$ cat src/ranging_pkg.sv
`default_nettype none

package ranging_pkg;

    localparam int NUM_CHANNELS  = 4;
    localparam int CLKS_PER_BIT  = 16;
    localparam int PING_PERIOD   = 256;
    localparam int PINGS_PER_RUN = 4;

    localparam int OFFSET_W   = $clog2(PING_PERIOD);
    localparam int SUM_W      = 16;
    localparam int HIT_W      = 4;
    localparam int CHAN_W     = 2;
    localparam int PING_CNT_W = $clog2(PINGS_PER_RUN + 1);  // Counts up to end of run.
    localparam int BIT_CNT_W  = $clog2(CLKS_PER_BIT);

    // Unknown command bytes behave like NOP.
    typedef enum logic [7:0] {
        CMD_NOP   = 8'h00,
        CMD_START = 8'h53
    } cmd_op_t;

    typedef enum logic [1:0] {
        RX_IDLE,
        RX_START,
        RX_DATA,
        RX_STOP
    } rx_state_t;

    typedef enum logic {
        SEQ_IDLE,
        SEQ_RUN
    } seq_state_t;

    typedef enum logic {
        COL_IDLE,
        COL_DRAIN
    } col_state_t;

endpackage

`default_nettype wire

$ cat src/serial_cmd_rx.sv
`timescale 1ns/1ps
`default_nettype none

module serial_cmd_rx (
    input  logic       clk,
    input  logic       rst,
    input  logic       rx_serial,
    output logic [7:0] cmd_byte,
    output logic       cmd_strobe,
    output logic       cmd_err
);

    import ranging_pkg::*;

    logic                 rx_meta;
    logic                 rx_sync;
    rx_state_t            state;
    logic [BIT_CNT_W-1:0] bit_clk;
    logic [2:0]           bit_idx;
    logic [7:0]           shift;
    logic                 bit_mid;

    // Two-flop synchronizer. Line idles high.
    always_ff @(posedge clk) begin
        if (rst) begin
            rx_meta <= 1'b1;
            rx_sync <= 1'b1;
        end else begin
            rx_meta <= rx_serial;
            rx_sync <= rx_meta;
        end
    end

    assign bit_mid = (bit_clk == BIT_CNT_W'(CLKS_PER_BIT - 1));

    always_ff @(posedge clk) begin
        if (rst) begin
            state      <= RX_IDLE;
            bit_clk    <= '0;
            bit_idx    <= '0;
            cmd_strobe <= 1'b0;
            cmd_err    <= 1'b0;
        end else begin
            cmd_strobe <= 1'b0;
            cmd_err    <= 1'b0;
            case (state)
                RX_IDLE: begin
                    bit_clk <= '0;
                    if (!rx_sync) begin
                        state <= RX_START;
                    end
                end
                RX_START: begin
                    // Recheck the line half a bit into the start bit.
                    if (bit_clk == BIT_CNT_W'(CLKS_PER_BIT / 2 - 1)) begin
                        bit_clk <= '0;
                        bit_idx <= '0;
                        state   <= rx_sync ? RX_IDLE : RX_DATA;
                    end else begin
                        bit_clk <= bit_clk + 1'b1;
                    end
                end
                RX_DATA: begin
                    if (bit_mid) begin
                        bit_clk <= '0;
                        bit_idx <= bit_idx + 1'b1;
                        if (bit_idx == 3'd7) begin
                            state <= RX_STOP;
                        end
                    end else begin
                        bit_clk <= bit_clk + 1'b1;
                    end
                end
                RX_STOP: begin
                    if (bit_mid) begin
                        cmd_strobe <= rx_sync;
                        cmd_err    <= !rx_sync;  // Low stop bit.
                        state      <= RX_IDLE;
                    end else begin
                        bit_clk <= bit_clk + 1'b1;
                    end
                end
                default: state <= RX_IDLE;
            endcase
        end
    end

    // LSB first.
    always_ff @(posedge clk) begin
        if (state == RX_DATA && bit_mid) begin
            shift <= {rx_sync, shift[7:1]};
        end
    end

    assign cmd_byte = shift;

    a_strobe_err_excl: assert property (@(posedge clk) disable iff (rst)
        !(cmd_strobe && cmd_err));

endmodule

`default_nettype wire

$ cat src/ping_sequencer.sv
`timescale 1ns/1ps
`default_nettype none

module ping_sequencer (
    input  logic       clk,
    input  logic       rst,
    input  logic [7:0] cmd_byte,
    input  logic       cmd_strobe,
    output logic       ping_start,
    output logic       run_done,
    output logic       first_ping,
    output logic       busy
);

    import ranging_pkg::*;

    seq_state_t            state;
    logic [OFFSET_W-1:0]   period_cnt;
    logic [PING_CNT_W-1:0] ping_cnt;
    logic                  start_req;
    logic                  window_edge;
    logic                  last_window;

    always_comb begin
        case (cmd_op_t'(cmd_byte))
            CMD_START: start_req = cmd_strobe;
            CMD_NOP:   start_req = 1'b0;
            default:   start_req = 1'b0;  // Treated as NOP.
        endcase
    end

    assign window_edge = (state == SEQ_RUN) && (period_cnt == '0);
    assign last_window = (ping_cnt == PING_CNT_W'(PINGS_PER_RUN));

    assign ping_start = window_edge && !last_window;
    assign run_done   = window_edge && last_window;
    assign first_ping = window_edge && (ping_cnt == '0);
    assign busy       = (state == SEQ_RUN);

    always_ff @(posedge clk) begin
        if (rst) begin
            state      <= SEQ_IDLE;
            period_cnt <= '0;
            ping_cnt   <= '0;
        end else begin
            case (state)
                SEQ_IDLE: begin
                    period_cnt <= '0;
                    ping_cnt   <= '0;
                    if (start_req) begin
                        state <= SEQ_RUN;
                    end
                end
                SEQ_RUN: begin
                    if (run_done) begin
                        state <= SEQ_IDLE;  // Starts are ignored until here.
                    end else if (period_cnt == OFFSET_W'(PING_PERIOD - 1)) begin
                        period_cnt <= '0;
                        ping_cnt   <= ping_cnt + 1'b1;
                    end else begin
                        period_cnt <= period_cnt + 1'b1;
                    end
                end
                default: state <= SEQ_IDLE;
            endcase
        end
    end

    a_ping_in_run: assert property (@(posedge clk) disable iff (rst)
        ping_start |-> busy);

endmodule

`default_nettype wire

$ cat src/echo_timer.sv
`timescale 1ns/1ps
`default_nettype none

module echo_timer (
    input  logic                          clk,
    input  logic                          rst,
    input  logic                          ping_start,
    input  logic                          first_ping,
    input  logic                          run_done,
    input  logic                          echo,
    output logic [ranging_pkg::SUM_W-1:0] first_sum,
    output logic [ranging_pkg::SUM_W-1:0] last_sum,
    output logic [ranging_pkg::HIT_W-1:0] hit_count
);

    import ranging_pkg::*;

    logic [OFFSET_W-1:0] offset;
    logic [OFFSET_W-1:0] first_off;
    logic [OFFSET_W-1:0] last_off;
    logic                in_window;
    logic                win_hit;
    logic                echo_hit;
    logic                win_close;

    // Echoes on the window edges themselves do not count.
    assign echo_hit  = echo && in_window && !ping_start && !run_done;
    assign win_close = (ping_start && !first_ping) || run_done;

    // Offset reads 1 on the cycle after ping_start.
    always_ff @(posedge clk) begin
        if (rst) begin
            offset    <= '0;
            in_window <= 1'b0;
        end else if (ping_start) begin
            offset    <= OFFSET_W'(1);
            in_window <= 1'b1;
        end else begin
            offset <= offset + 1'b1;
            if (run_done) begin
                in_window <= 1'b0;
            end
        end
    end

    always_ff @(posedge clk) begin
        if (rst) begin
            win_hit <= 1'b0;
        end else if (ping_start || run_done) begin
            win_hit <= 1'b0;
        end else if (echo_hit) begin
            win_hit <= 1'b1;
        end
    end

    always_ff @(posedge clk) begin
        if (echo_hit) begin
            if (!win_hit) begin
                first_off <= offset;  // Only the first echo.
            end
            last_off <= offset;
        end
    end

    always_ff @(posedge clk) begin
        if (rst) begin
            hit_count <= '0;
        end else if (first_ping) begin
            hit_count <= '0;
        end else if (win_close && win_hit) begin
            hit_count <= hit_count + 1'b1;
        end
    end

    // Empty windows add nothing.
    always_ff @(posedge clk) begin
        if (first_ping) begin
            first_sum <= '0;
            last_sum  <= '0;
        end else if (win_close && win_hit) begin
            first_sum <= first_sum + SUM_W'(first_off);
            last_sum  <= last_sum + SUM_W'(last_off);
        end
    end

    a_edges_apart: assert property (@(posedge clk) disable iff (rst)
        !(ping_start && run_done));

    a_hits_bounded: assert property (@(posedge clk) disable iff (rst)
        hit_count <= HIT_W'(PINGS_PER_RUN));

endmodule

`default_nettype wire

$ cat src/result_collector.sv
`timescale 1ns/1ps
`default_nettype none

module result_collector (
    input  logic                                                   clk,
    input  logic                                                   rst,
    input  logic                                                   run_done,
    input  logic [ranging_pkg::NUM_CHANNELS*ranging_pkg::SUM_W-1:0] first_sums,
    input  logic [ranging_pkg::NUM_CHANNELS*ranging_pkg::SUM_W-1:0] last_sums,
    input  logic [ranging_pkg::NUM_CHANNELS*ranging_pkg::HIT_W-1:0] hit_counts,
    output logic                                                   result_valid,
    output logic [ranging_pkg::CHAN_W-1:0]                         result_channel,
    output logic [ranging_pkg::HIT_W-1:0]                          result_hits,
    output logic [ranging_pkg::SUM_W-1:0]                          result_first_sum,
    output logic [ranging_pkg::SUM_W-1:0]                          result_last_sum
);

    import ranging_pkg::*;

    col_state_t                        state;
    logic                              run_done_q;
    logic [NUM_CHANNELS*SUM_W-1:0]     snap_first;
    logic [NUM_CHANNELS*SUM_W-1:0]     snap_last;
    logic [NUM_CHANNELS*HIT_W-1:0]     snap_hits;
    logic [CHAN_W-1:0]                 next_chan;

    assign next_chan = result_channel + 1'b1;

    // Totals settle one cycle after run_done.
    always_ff @(posedge clk) begin
        if (rst) begin
            run_done_q <= 1'b0;
        end else begin
            run_done_q <= run_done;
        end
    end

    always_ff @(posedge clk) begin
        if (rst) begin
            state          <= COL_IDLE;
            result_valid   <= 1'b0;
            result_channel <= '0;
        end else begin
            case (state)
                COL_IDLE: begin
                    if (run_done_q) begin
                        state          <= COL_DRAIN;
                        result_valid   <= 1'b1;
                        result_channel <= '0;
                    end
                end
                COL_DRAIN: begin
                    if (result_channel == CHAN_W'(NUM_CHANNELS - 1)) begin
                        state        <= COL_IDLE;
                        result_valid <= 1'b0;
                    end else begin
                        result_channel <= next_chan;
                    end
                end
                default: state <= COL_IDLE;
            endcase
        end
    end

    // Snapshot keeps the drain safe from a new run clearing the timers.
    always_ff @(posedge clk) begin
        if (state == COL_IDLE && run_done_q) begin
            snap_first       <= first_sums;
            snap_last        <= last_sums;
            snap_hits        <= hit_counts;
            result_first_sum <= first_sums[SUM_W-1:0];  // Channel 0 straight through.
            result_last_sum  <= last_sums[SUM_W-1:0];
            result_hits      <= hit_counts[HIT_W-1:0];
        end else if (state == COL_DRAIN) begin
            result_first_sum <= snap_first[next_chan*SUM_W +: SUM_W];
            result_last_sum  <= snap_last[next_chan*SUM_W +: SUM_W];
            result_hits      <= snap_hits[next_chan*HIT_W +: HIT_W];
        end
    end

    a_valid_in_drain: assert property (@(posedge clk) disable iff (rst)
        (state == COL_IDLE) |-> !result_valid);

endmodule

`default_nettype wire

$ cat src/ranging_top.sv
`timescale 1ns/1ps
`default_nettype none

module ranging_top (
    input  logic                                 clk,
    input  logic                                 rst,
    input  logic                                 cmd_serial,
    input  logic [ranging_pkg::NUM_CHANNELS-1:0] echo,
    output logic                                 tx_pulse,
    output logic                                 busy,
    output logic                                 cmd_err,
    output logic                                 result_valid,
    output logic [ranging_pkg::CHAN_W-1:0]       result_channel,
    output logic [ranging_pkg::HIT_W-1:0]        result_hits,
    output logic [ranging_pkg::SUM_W-1:0]        result_first_sum,
    output logic [ranging_pkg::SUM_W-1:0]        result_last_sum
);

    import ranging_pkg::*;

    logic [7:0]                    cmd_byte;
    logic                          cmd_strobe;
    logic                          ping_start;
    logic                          first_ping;
    logic                          run_done;
    logic [NUM_CHANNELS*SUM_W-1:0] first_sums;
    logic [NUM_CHANNELS*SUM_W-1:0] last_sums;
    logic [NUM_CHANNELS*HIT_W-1:0] hit_counts;

    assign tx_pulse = ping_start;  // Transmit fires with each ping.

    serial_cmd_rx u_rx (
        .clk        (clk),
        .rst        (rst),
        .rx_serial  (cmd_serial),
        .cmd_byte   (cmd_byte),
        .cmd_strobe (cmd_strobe),
        .cmd_err    (cmd_err)
    );

    ping_sequencer u_seq (
        .clk        (clk),
        .rst        (rst),
        .cmd_byte   (cmd_byte),
        .cmd_strobe (cmd_strobe),
        .ping_start (ping_start),
        .run_done   (run_done),
        .first_ping (first_ping),
        .busy       (busy)
    );

    for (genvar ch = 0; ch < NUM_CHANNELS; ch++) begin : g_timer
        echo_timer u_timer (
            .clk        (clk),
            .rst        (rst),
            .ping_start (ping_start),
            .first_ping (first_ping),
            .run_done   (run_done),
            .echo       (echo[ch]),
            .first_sum  (first_sums[ch*SUM_W +: SUM_W]),
            .last_sum   (last_sums[ch*SUM_W +: SUM_W]),
            .hit_count  (hit_counts[ch*HIT_W +: HIT_W])
        );
    end

    result_collector u_col (
        .clk              (clk),
        .rst              (rst),
        .run_done         (run_done),
        .first_sums       (first_sums),
        .last_sums        (last_sums),
        .hit_counts       (hit_counts),
        .result_valid     (result_valid),
        .result_channel   (result_channel),
        .result_hits      (result_hits),
        .result_first_sum (result_first_sum),
        .result_last_sum  (result_last_sum)
    );

endmodule

`default_nettype wire

$ cat config.mk
export PLATFORM = sky130hd
export DESIGN_NAME = ranging_top
export DESIGN_NICKNAME = d
export VERILOG_FILES = /design/src/ranging_pkg.sv /design/src/serial_cmd_rx.sv /design/src/ping_sequencer.sv /design/src/echo_timer.sv /design/src/result_collector.sv /design/src/ranging_top.sv
export SDC_FILE = /design/constraint.sdc
export NUM_CORES = 1
export LEC_CHECK = 0
export ABC_AREA = 1
export ABC_CLOCK_PERIOD_IN_PS = 3100
export BUFFER_PORTS_ARGS = -buffer_cell sky130_fd_sc_hd__buf_2
export CAP_MARGIN = 40
export CORE_UTILIZATION = 50
export CTS_CLUSTER_SIZE = 8
export DETAILED_ROUTE_END_ITERATION = 10
export GPL_TIMING_DRIVEN = 0
export PLACE_DENSITY = 0.64
export SLEW_MARGIN = 20
export SYNTH_ARGS = -nofsm -noshare
export SYNTH_HDL_FRONTEND = slang
export SYNTH_HIERARCHICAL = 1
export SYNTH_SLANG_ARGS = --single-unit
$ cat constraint.sdc
create_clock -name clk -period 3.1 [get_ports clk]
set_clock_uncertainty 0.15 [all_clocks]
set_input_delay 0.31 -clock clk [delete_from_list [all_inputs] [get_ports clk]]
set_output_delay 0.31 -clock clk [all_outputs]
set_load 0.02 [all_outputs]
==> metrics.log, run 1 <==
[metrics] outcome: finished, final reports clean
[metrics] starting density of the core: 50.6%
[metrics] P_leak: 12.0 nW
[metrics] # Max-Cap Violations: 0
[metrics] number of vias in the routed layout: 18500
[metrics] Min-Delay Path Class: in2reg
[metrics] Final HPWL DP: 41400 um
[metrics] Cell Area, Placed: 24000 um2
[metrics] Diodes inserted: 0
[metrics] FP Rows: 78
[metrics] antenna violations before repair: 0
[metrics] clock network latency to the later pin of the worst-skew pair: 0.59 ns
[metrics] via density per instance: 5.21
[metrics] synth top area cells: edfxtp_1 33%, dfxtp_1 19%, nand2_1 12%, nand3_1 7.1%, inv_1 5.4%
[metrics] largest net degree at the start of global routing: 97
[metrics] average size of a mapped cell: 8.27 um2
[metrics] final slew viol count: 0
[metrics] Antenna Violating Nets Remaining: 0
[metrics] number of clock sinks: 466
[metrics] kind of critical path: reg2reg
[metrics] number of top-level pins: 49
[metrics] setup TNS: 0 ns
[metrics] critical-path maximum fanout: 12
[metrics] normalized max-slew margin: 44.0%
[metrics] Synth Register Bits: 466
[metrics] Seq/Total Area, Yosys: 51.7%
[metrics] sequential power share: 47.6%
[metrics] initial detailed-routing violation count: 1608
[metrics] via count of the first global-routing pass: 17300
[metrics] detailed-router iteration count before antenna repair: 7
[metrics] overall die height: 216 um
[metrics] Die Outline Area: 46700 um2
[metrics] RSZ-0062 raised after global routing: no
[metrics] total wire length after detailed routing: 57400 um
[metrics] root buffer cell: clkbuf_16
[metrics] dominant cell by count in the synthesized netlist: nand2_1
[metrics] Max rail drop VDD: 398 uV
[metrics] clock share of power: 49.9%
[metrics] first-pass GRT wire length: 90500 um
[metrics] Setup crit start kind: flip-flop
[metrics] final-stage net count: 2997
[metrics] area of the multi-input gates: 9090 um2
[metrics] ys async rst share: 0%
[metrics] clock tree from TritonCTS: yes
[metrics] count of flip-flops with a built-in enable after synthesis: 252
[metrics] net count after synthesis: 2869
[metrics] relative area change from synthesis to final layout: 13.8%
[metrics] Post-Synthesis Cell Area: 22900 um2
[metrics] Setup violations, final: 0
[metrics] arrival time worst endpoint: 3.18 ns
[metrics] htree depth: 3
[metrics] clock-pin slew on the worst setup and hold paths: 0.05 ns
[metrics] share of layout cells above drive strength 1: 10.4%
[metrics] Final Hold Slack: 0.197 ns
[metrics] count of distinct cell types in the synthesized netlist: 46
[metrics] part of the power in combinational logic: 2.6%
[metrics] Reg area: 11900 um2
[metrics] Yosys warnings: 6
[metrics] width of the chip: 216 um
[metrics] Top FF cell, synth: edfxtp_1
[metrics] routability congestion estimate from global placement: 0.897
[metrics] Synth area leader: edfxtp_1
[metrics] area of the placeable core: 45300 um2
[metrics] most frequent cells after synthesis: 744 x nand2_1, 327 x inv_1, 326 x nor2_1
[metrics] endpoint kind of the worst setup timing path: flip-flop
[metrics] deepest clock path buffer count: 3
[metrics] switching part of the total: 21.4%
[metrics] # fillers: 4070
[metrics] number of DRC violations after detailed routing: 0
[metrics] GRT overflow: 0
[metrics] switching pwr: 2.98 mW
[metrics] Final Hold Vio Count: 0
[metrics] Pint: 11.0 mW
[metrics] average wire length per cell after detail routing: 16.1 um
[metrics] synthesized instance count: 2773
[metrics] PD cells: 534 nW/um2
[metrics] number of post-CTS setup repair buffers: 0
[metrics] top cell type's share of synthesized area: 33.0%
[metrics] actual transition at the worst max-transition pin: 0.838 ns
[metrics] Final Instance Area: 26100 um2
[metrics] Peak Freq: 0.350 GHz
[metrics] ratio of final minimum period to clock period: 92.1%
[metrics] Final Critical Period: 2.86 ns
[metrics] Req. time, crit path: 3.42 ns
[metrics] GR Util All Layers: 24.7%
[metrics] number of buffers created by CTS: 68
[metrics] number of buffer cells added on primary ports: 48
## cell usage in the layout, fill, tap and decap left out, types with 4 or more instances in the layout
master	instances
or2_2	7
o21bai_1	12
nand2_2	6
buf_1	5
inv_1	327
clkbuf_1	57
nand4_1	25
inv_2	65
xor2_1	7
o21ai_0	54
nand2_1	744
nor2_1	322
xnor2_1	22
a21oi_1	128
nand3_1	324
ha_1	81
o211ai_2	6
buf_2	73
clkbuf_16	71
nor2_2	12
nor3_1	25
a21o_1	16
nor2_4	7
edfxtp_1	252
fa_1	8
and3_1	4
dfxtp_1	214
buf_6	26
a211oi_2	8
dlygate4sd3_1	5
## metal layers
layer	up-vias	global-route usage [%]	routed length, um	share of wire [%]
li1	9252	-	-	-
met1	8623	33.6	26100	46
met2	537	39.6	26000	45
met3	87	3.69	3510	6.1
met4	0	9.88	1720	3.0
met5	-	0	0	0
## final timing paths
path | slack (ns) | end | cells after the start | from
worst min-delay path | 0.20 | g_timer[1].u_timer/win_hit | 2 | rst
worst min register to register | 0.26 | u_rx/rx_sync | 1 | u_rx/rx_meta
worst max register to register | 0.24 | g_timer[2].u_timer/last_sum[15] | 14 | u_seq/ping_cnt[0]
worst max-delay path | 0.24 | g_timer[2].u_timer/last_sum[15] | 14 | u_seq/ping_cnt[0]
## area by class of cell
cell class	instances	share of cell area, %
Buffer	71	1.99
Tap cell	600	2.88
Sequential cell	466	45.4
Inverter	394	5.70
Timing Repair Buffer	58	1.46
Clock buffer	117	7.51
Clock inverter	5	0.206
Multi-Input combinational cell	1842	34.9
## cell families (layout without fill, tap and decap cells)
group | Yosys count | after routing | share of synthesized area (%)
AO/OA/AOI/OAI | 239 | 239 | 6.18
XOR/XNOR | 29 | 29 | 1.11
adder cells (fa/ha/maj) | 89 | 89 | 5.12
buffers and inverters | 465 | 645 | 8.71
flip-flops | 466 | 466 | 51.7
AND/OR/NAND/NOR | 1485 | 1485 | 27.2
## what timing repair did
item | 4_1_cts | 5_1_grt
hold buffers | 5 | 0
resized for setup | 0 | 3
endpoints found under the hold margin | 5 | 0
endpoints found under the setup margin | 0 | 21
## flip-flops by register name, summed over array words and instances (netlist names), 2 cells and up, named ones only
register	flops
u_col/snap_hits	16
g_timer.u_timer/first_sum	64
u_seq/period_cnt	8
g_timer.u_timer/offset	32
u_col/result_channel	2
u_rx/cmd_byte	8
g_timer.u_timer/in_window	4
g_timer.u_timer/last_sum	64
g_timer.u_timer/last_off	32
g_timer.u_timer/win_hit	4
u_col/result_hits	4
g_timer.u_timer/hit_count	16
u_rx/bit_idx	3
u_col/snap_last	64
u_rx/bit_clk	4
g_timer.u_timer/first_off	32
u_col/result_last_sum	16
u_col/result_first_sum	16
u_seq/ping_cnt	3
u_col/snap_first	64
## power groups by stage
stage	Clock (mW)	Combinational [mW]	Sequential, mW
final	6.95	0.357	6.63
after global routing	7.40	0.412	6.63
after CTS	7.12	0.356	6.62
after detailed placement	0	0.346	6.74
after global placement	0	0.336	6.74
after floorplan	0	0.278	6.71
## critical path, stage by stage, from the launching register on
cell     delay (ns)
dfxtp_1        0.32
inv_1          0.08
ha_1           0.16
nand2_1        0.06
inv_1          0.16
nand3_2        0.15
inv_1          0.64
nor2_1         0.20
nor2_2         0.18
buf_6          0.19
nand2_1        0.09
nor2_1         0.14
nand3_1        0.10
nand2_1        0.07
nor2_1         0.04
## through the flow
| step | util [%] | power, mW | cells | setup slack, ns |
|---|---|---|---|---|
| 6_report | 57.6 | 13.9 | 3553 | 0.245 |
| 4_1_cts | 57.6 | 14.1 | 3553 | 0.122 |
| 2_1_floorplan | - | 6.99 | 2773 | 0.0724 |
| 3_5_place_dp | 53.1 | 7.09 | 3426 | 0.155 |
| 5_1_grt | 57.6 | 14.4 | 3553 | 0.0393 |
| 3_3_place_gp | 52.8 | 7.08 | 3421 | -1.60 |
Note: power is estimated with default switching activity, not from simulation.
==> run 2, diff against run 1 <==
--- a/config.mk
+++ b/config.mk
@@ -5,7 +5,6 @@
 export SDC_FILE = /design/constraint.sdc
 export NUM_CORES = 1
 export LEC_CHECK = 0
-export ABC_AREA = 1
 export ABC_CLOCK_PERIOD_IN_PS = 3100
 export BUFFER_PORTS_ARGS = -buffer_cell sky130_fd_sc_hd__buf_2
 export CAP_MARGIN = 40
==> run 2 against run 1 <==
Compared with the run above: synthesized area fell by 9.2%; first-iteration DRC count fell by 39%; clock-buffer cell count fell by 5; power fell by 4.3%; wire length fell by 13%; clock power fell by 3%; core utilization rose by 1.7 points.
==> metrics.log, run 2 <==
[metrics] # fillers: 3382
[metrics] via density per instance: 5.68
[metrics] number of buffers created by CTS: 68
[metrics] endpoint of the worst hold-timing path: u_col/result_valid
[metrics] synthesized-area fraction occupied by ao, oa, aoi and oai cells: 12.1%
[metrics] worst reg2reg setup slack: 0.05 ns
[metrics] critical-path maximum fanout: 7
[metrics] total wire length after detailed routing: 50100 um
[metrics] switching pwr: 2.69 mW
[metrics] longest individual stage delay on the worst path: 0.49 ns
[metrics] share of layout cells above drive strength 1: 16.0%
[metrics] most frequent cells after synthesis: 252 x edfxtp_1, 214 x dfxtp_1, 159 x nor2_1
[metrics] number of DRC violations after detailed routing: 0
[metrics] CP dominant cell by count: a21oi_4
[metrics] FP Rows: 74
[metrics] area of the placeable core: 40900 um2
[metrics] Max rail drop VDD: 492 uV
[metrics] root buffer cell: clkbuf_16
[metrics] largest net degree at the start of global routing: 82
[metrics] ys async rst share: 0%
[metrics] normalized max-slew margin: 49.4%
[metrics] actual transition at the worst max-transition pin: 0.756 ns
[metrics] Min-Delay Path Class: in2reg
[metrics] hold path startpoint: rst
[metrics] capturing point of the worst reg2reg path: g_timer[0].u_timer/first_sum[13]
[metrics] GRT overflow: 0
[metrics] share of synthesized cell area in full adder, half adder and majority cells: 5.64%
[metrics] clock share of power: 50.8%
[metrics] width of the chip: 206 um
[metrics] basic-gate share of the synthesized area counting and, or, nand and nor cells: 13.8%
[metrics] Peak Freq: 0.328 GHz
[metrics] final slew viol count: 0
[metrics] arrival time worst endpoint: 3.35 ns
[metrics] synthesized instance count: 1772
[metrics] net count after synthesis: 1868
[metrics] Synth area leader: edfxtp_1
[metrics] # Max-Cap Violations: 0
[metrics] post-layout total power: 13.3 mW
[metrics] clock-pin slew on the worst setup and hold paths: 0.05 ns
[metrics] P_leak: 8.88 nW
[metrics] Setup violations, final: 0
[metrics] GR Util All Layers: 23.9%
[metrics] buffer and inverter count on the worst path: 3
[metrics] synth top area cells: edfxtp_1 36%, dfxtp_1 21%, ha_1 4.9%, mux2i_1 3.7%, a21oi_1 3.6%
[metrics] Synth Register Bits: 466
[metrics] Final Hold Vio Count: 0
[metrics] outcome: finished, final reports clean
[metrics] endpoint kind of the worst setup timing path: flip-flop
[metrics] Antenna Violating Nets Remaining: 0
[metrics] switching part of the total: 20.2%
[metrics] initial detailed-routing violation count: 987
[metrics] average size of a mapped cell: 11.7 um2
[metrics] number of clock sinks: 466
[metrics] Final Hold Slack: 0.0449 ns
[metrics] via count of the first global-routing pass: 13700
[metrics] Crit Reg-Reg Startpoint: u_seq/period_cnt[0]
[metrics] relative area change from synthesis to final layout: 16.6%
[metrics] average wire length per cell after detail routing: 20.0 um
[metrics] Die Outline Area: 42500 um2
[metrics] cell breakdown of the critical path: inv_4 -> ha_4 -> or4bb_4 -> or2_4 -> a21oi_4 -> buf_6 -> nor2b_4 -> o21a_4 -> nand4_1 -> buf_4 -> a21oi_4 -> mux2_4
[metrics] number of top-level pins: 49
[metrics] number of vias in the routed layout: 14200
[metrics] clock network latency to the later pin of the worst-skew pair: 0.59 ns
[metrics] depth of the most critical reg-to-reg path: 12
[metrics] Pint: 10.6 mW
[metrics] commonest non-fill, non-tap cells in the layout: 252 x edfxtp_1, 212 x dfxtp_1, 159 x nor2_1, 146 x a21oi_1, 124 x nand2_1
[metrics] Cell Area, Placed: 21900 um2
[metrics] htree depth: 3
[metrics] RSZ-0062 raised after global routing: yes
[metrics] dominant combinational cell family by area after synthesis: simple AND/OR/NAND/NOR gates
[metrics] antenna violations before repair: 1
[metrics] Final Critical Period: 3.05 ns
[metrics] number of instances on the worst hold path: 2
[metrics] dominant delay contributor by cell family on the critical path: simple AND/OR/NAND/NOR gates
[metrics] part of the power in combinational logic: 0.5%
[metrics] count of flip-flops with a built-in enable after synthesis: 252
[metrics] xor/xnor cell area share of the yosys netlist: 3.66%
[metrics] PD cells: 549 nW/um2
[metrics] detailed-router iteration count before antenna repair: 5
[metrics] dominant cell by count in the synthesized netlist: edfxtp_1
[metrics] Yosys warnings: 6
[metrics] Diodes inserted: 0
[metrics] deepest clock path buffer count: 3
[metrics] routability congestion estimate from global placement: 0.880
[metrics] Post-Synthesis Cell Area: 20800 um2
[metrics] first-pass GRT wire length: 76800 um
[metrics] Final HPWL DP: 35600 um
[metrics] commonest non-fill, non-tap cell in the layout: edfxtp_1
[metrics] final-stage net count: 2016
[metrics] kind of critical path: reg2reg
[metrics] top cell type's share of synthesized area: 36.4%
[metrics] post-synthesis mux area share: 5.49%
[metrics] Req. time, crit path: 3.40 ns
[metrics] clock tree from TritonCTS: yes
[metrics] Top FF cell, synth: edfxtp_1
[metrics] overall die height: 206 um
[metrics] ratio of final minimum period to clock period: 98.4%
[metrics] starting density of the core: 50.9%
[metrics] sequential power share: 48.7%
[metrics] count of distinct cell types in the synthesized netlist: 67
[metrics] crit path max-delay cell type: or4bb_4
[metrics] Setup crit start kind: flip-flop
[metrics] Seq/Total Area, Yosys: 56.9%
[metrics] number of buffer cells added on primary ports: 48
[metrics] Final Instance Area: 24300 um2
## run 2: cell count changes after synthesis, sizes merged, moves of 18 or more
cell and delta:
nor2 -180, mux2i +77, nand2 -623, mux2 +33
a21oi +25, or3 +24, nand3 -244, nor2b +41
a221oi +36, inv -369, a211oi +20, nor3b +18
xor2 +43
## run 2: cell type report
type / instances / area, um2 / area share [%]
plain buffers: 69 / 479 / 1.97
clock buffers: 112 / 1890 / 7.78
clock inverters: 6 / 66.3 / 0.273
inverters: 25 / 104 / 0.428
multi-input cells: 1212 / 8660 / 35.7
flip-flops and latches: 466 / 11900 / 48.8
well taps: 532 / 666 / 2.74
repair buffers: 78 / 554 / 2.28
## run 2: how the worst max path moves through the flow
stage,slack (ns),start,to,cells past startpoint
floorplan,0.003,u_seq/period_cnt[0],g_timer[1].u_timer/first_sum[13],9
detailed placement,-0.66,u_seq/period_cnt[0],g_timer[2].u_timer/last_sum[15],10
global placement,-1.11,u_seq/period_cnt[0],g_timer[1].u_timer/last_sum[8],9
finish,0.05,u_seq/period_cnt[0],g_timer[0].u_timer/first_sum[13],12
CTS,0.009,u_seq/period_cnt[0],g_timer[2].u_timer/last_sum[15],11
global route,-0.07,u_seq/period_cnt[0],g_timer[0].u_timer/first_sum[13],12
## run 2: cells by family (layout without fill, tap and decap cells)
logic type / after synthesis / after routing
muxes: 110 / 110
and+or+nand+nor: 574 / 574
DFF: 466 / 466
xor gates and xnor gates: 87 / 87
adders and majority gates: 89 / 89
buffers and inverters: 94 / 290
AOI/OAI and AO/OA: 352 / 352
## run 2: power groups by stage
stage	logic (mW)	clock network, mW	registers, mW
after floorplan	0.0414	0	6.61
after global placement	0.0591	0	6.62
after detailed placement	0.0610	0	6.62
after CTS	0.0663	6.91	6.50
after global routing	0.0753	7.17	6.49
final	0.0654	6.77	6.50
## run 2: stage by stage
stage	cells	setup TNS [ns]	setup WS, ns	util [%]
2_1_floorplan	1772	0	0.00350	-
3_3_place_gp	2352	-128.42	-1.11	53.3
3_5_place_dp	2357	-65.58	-0.660	53.5
4_1_cts	2491	0	0.00884	58.8
5_1_grt	2500	-0.168	-0.0702	59.3
6_report	2500	0	0.0511	59.3
## run 2: repair_timing
action	4_1_cts	5_1_grt
endpoints found under the hold margin	5	0
endpoints found under the setup margin	145	114
buffers inserted	11	9
pin swaps	3	7
hold buffers	5	0
gates resized for setup	25	56
## run 2: per-layer routing
layer	part of all wire [%]	vias up	global-route usage [%]
met2	49	329	40.1
met3	4.7	83	4.13
li1	-	6904	-
met1	44	6871	31.1
met4	2.8	2	8.30
met5	0.024	-	0
==> run 3, diff against run 2 <==
--- a/config.mk
+++ b/config.mk
@@ -12,7 +12,7 @@
 export CTS_CLUSTER_SIZE = 8
 export DETAILED_ROUTE_END_ITERATION = 10
 export GPL_TIMING_DRIVEN = 0
-export PLACE_DENSITY = 0.64
+export PLACE_DENSITY_LB_ADDON = 0.25
 export SLEW_MARGIN = 20
 export SYNTH_ARGS = -nofsm -noshare
 export SYNTH_HDL_FRONTEND = slang
==> run 3 against run 2 <==
Compared with the run above: maximum frequency is 1.1% higher; cell area is 0.41% lower; via count is 0.56% higher; sequential share of layout area is 0.20 points higher; critical path type unchanged; flip-flop and latch count stayed put; wire length is 1.1% lower; die area stayed put; sequential power hardly changed; non-clock buffer count is 5 lower.
==> metrics.log, run 3 (synthesized netlist as in run 2, its figures left out) <==
[metrics] Final HPWL DP: 35000 um
[metrics] final slew viol count: 0
[metrics] # fillers: 3300
[metrics] Die Outline Area: 42500 um2
[metrics] starting density of the core: 50.9%
[metrics] Final Hold Vio Count: 0
[metrics] critical-path maximum fanout: 7
[metrics] clock network latency to the later pin of the worst-skew pair: 0.58 ns
[metrics] ratio of final minimum period to clock period: 97.3%
[metrics] initial detailed-routing violation count: 1000
[metrics] Setup crit start kind: flip-flop
[metrics] arrival time worst endpoint: 3.38 ns
[metrics] Final Critical Period: 3.01 ns
[metrics] share of layout cells above drive strength 1: 15.7%
[metrics] P_leak: 8.84 nW
[metrics] clock-pin slew on the worst setup and hold paths: 0.05 ns
[metrics] clock tree from TritonCTS: yes
[metrics] area of the placeable core: 40900 um2
[metrics] overall die height: 206 um
[metrics] Antenna Violating Nets Remaining: 0
[metrics] PD cells: 550 nW/um2
[metrics] antenna violations before repair: 0
[metrics] setup TNS: 0 ns
[metrics] Cell Area, Placed: 21900 um2
[metrics] hold path startpoint: rst
[metrics] Setup violations, final: 0
[metrics] routability congestion estimate from global placement: 0.873
[metrics] RSZ-0062 raised after global routing: no
[metrics] number of buffers created by CTS: 68
[metrics] outcome: finished, final reports clean
[metrics] start point of the critical path: u_seq/period_cnt[0]
[metrics] number of buffer cells added on primary ports: 48
[metrics] cell breakdown of the critical path: inv_2 -> ha_4 -> or4bb_4 -> or2_4 -> a21oi_4 -> buf_6 -> nor2b_4 -> o21a_4 -> nand4_1 -> or4_4 -> a21oi_2
[metrics] first-pass GRT wire length: 76200 um
[metrics] FP Rows: 74
[metrics] kind of critical path: reg2reg
[metrics] number of top-level pins: 49
[metrics] endpoint kind of the worst setup timing path: flip-flop
[metrics] global-route met3 utilization: 4.75%
[metrics] deepest clock path buffer count: 3
[metrics] Min-Delay Path Class: in2reg
[metrics] longest individual stage delay on the worst path: 0.53 ns
[metrics] htree depth: 3
[metrics] Diodes inserted: 0
[metrics] GRT met1 Usage: 30.1%
[metrics] Final Hold Slack: 0.0373 ns
[metrics] met2 Use GR: 39.9%
[metrics] Req. time, crit path: 3.46 ns
[metrics] layer with the highest usage: met2
[metrics] largest net degree at the start of global routing: 95
[metrics] commonest non-fill, non-tap cell in the layout: edfxtp_1
[metrics] number of vias in the routed layout: 14300
[metrics] Crit Reg-Reg Startpoint: u_seq/period_cnt[0]
[metrics] via density per instance: 5.71
[metrics] actual transition at the worst max-transition pin: 0.756 ns
[metrics] average wire length per cell after detail routing: 19.8 um
[metrics] GRT overflow: 0
[metrics] crit path max-delay cell type: or4_4
[metrics] number of clock sinks: 466
[metrics] post-layout total power: 13.3 mW
[metrics] normalized max-slew margin: 49.4%
[metrics] final-stage net count: 2011
[metrics] Final Instance Area: 24200 um2
[metrics] Inst Count DP: 2356
[metrics] relative area change from synthesis to final layout: 16.2%
[metrics] GR Util All Layers: 23.7%
[metrics] # Max-Cap Violations: 0
[metrics] total wire length after detailed routing: 49500 um
[metrics] number of DRC violations after detailed routing: 0
[metrics] Peak Freq: 0.332 GHz
[metrics] Final Instance Count excl. Fillers: 2497
[metrics] Max rail drop VDD: 373 uV
[metrics] commonest non-fill, non-tap cells in the layout: 252 x edfxtp_1, 212 x dfxtp_1, 159 x nor2_1, 145 x a21oi_1, 124 x nand2_1
[metrics] root buffer cell: clkbuf_16
[metrics] via count of the first global-routing pass: 13800
[metrics] width of the chip: 206 um
[metrics] detailed-router iteration count before antenna repair: 5
[run 3: cell types whose count changed in the layout (fill, tap and decap cells not counted), sizes merged]
cell,delta
clkinv,+1
inv,-1
buf,-2
clkbuf,-1
[run 3: final timing paths]
kind	end	slack (ns)	cells past startpoint
max reg2reg	g_timer[0].u_timer/first_sum[14]	0.09	11
min reg2reg	u_rx/rx_sync	0.27	1
min	u_col/run_done_q	0.04	2
max	g_timer[0].u_timer/first_sum[14]	0.09	11
[run 3: final cells by class]
cell class,count,area (um2),area share [%]
Clock buffer,114,1870,7.75
Timing Repair Buffer,73,508,2.10
Inverter,25,101,0.419
Multi-Input combinational cell,1212,8650,35.8
Buffer,69,450,1.86
Sequential cell,466,11900,49.0
Tap cell,532,666,2.75
Clock inverter,6,73.8,0.305
[run 3: power by group]
group          switching, mW  leakage (nW)  internal, mW  total [mW]
Sequential            0.0210          4.06          6.48        6.50
Clock                   2.63         0.922          4.10        6.73
Combinational         0.0374          3.86        0.0276      0.0650
[run 3: through the flow]
stage                     worst slack (ns)  util [%]
after detailed placement            -0.754      53.5
after floorplan                    0.00350         -
after CTS                          0.00262      58.9
after global placement               -1.12      53.3
final                               0.0851      59.1
after global routing               0.00152      59.1
[run 3: worst max-delay path: cells and delay by family (launching register included)]
kind            cells  cell delay, ns
compound gates      3            0.46
fa+ha+maj           1            0.11
flops               1            0.36
buf+inv             2            0.22
simple gates        5            1.66
[run 3: routing by layer]
metal / wire length, um / part of all wire [%]
met5: 0 / 0
met4: 1550 / 3.1
met3: 2740 / 5.5
met2: 23900 / 48
met1: 21300 / 43
[run 3: what timing repair did]
| action | in CTS | in global routing |
|---|---|---|
| setup endpoints to repair | 145 | 113 |
| pin swaps | 6 | 7 |
| hold buffers | 5 | 0 |
| endpoints found under the hold margin | 5 | 0 |
| setup buffers | 13 | 4 |
| gates resized for setup | 37 | 24 |
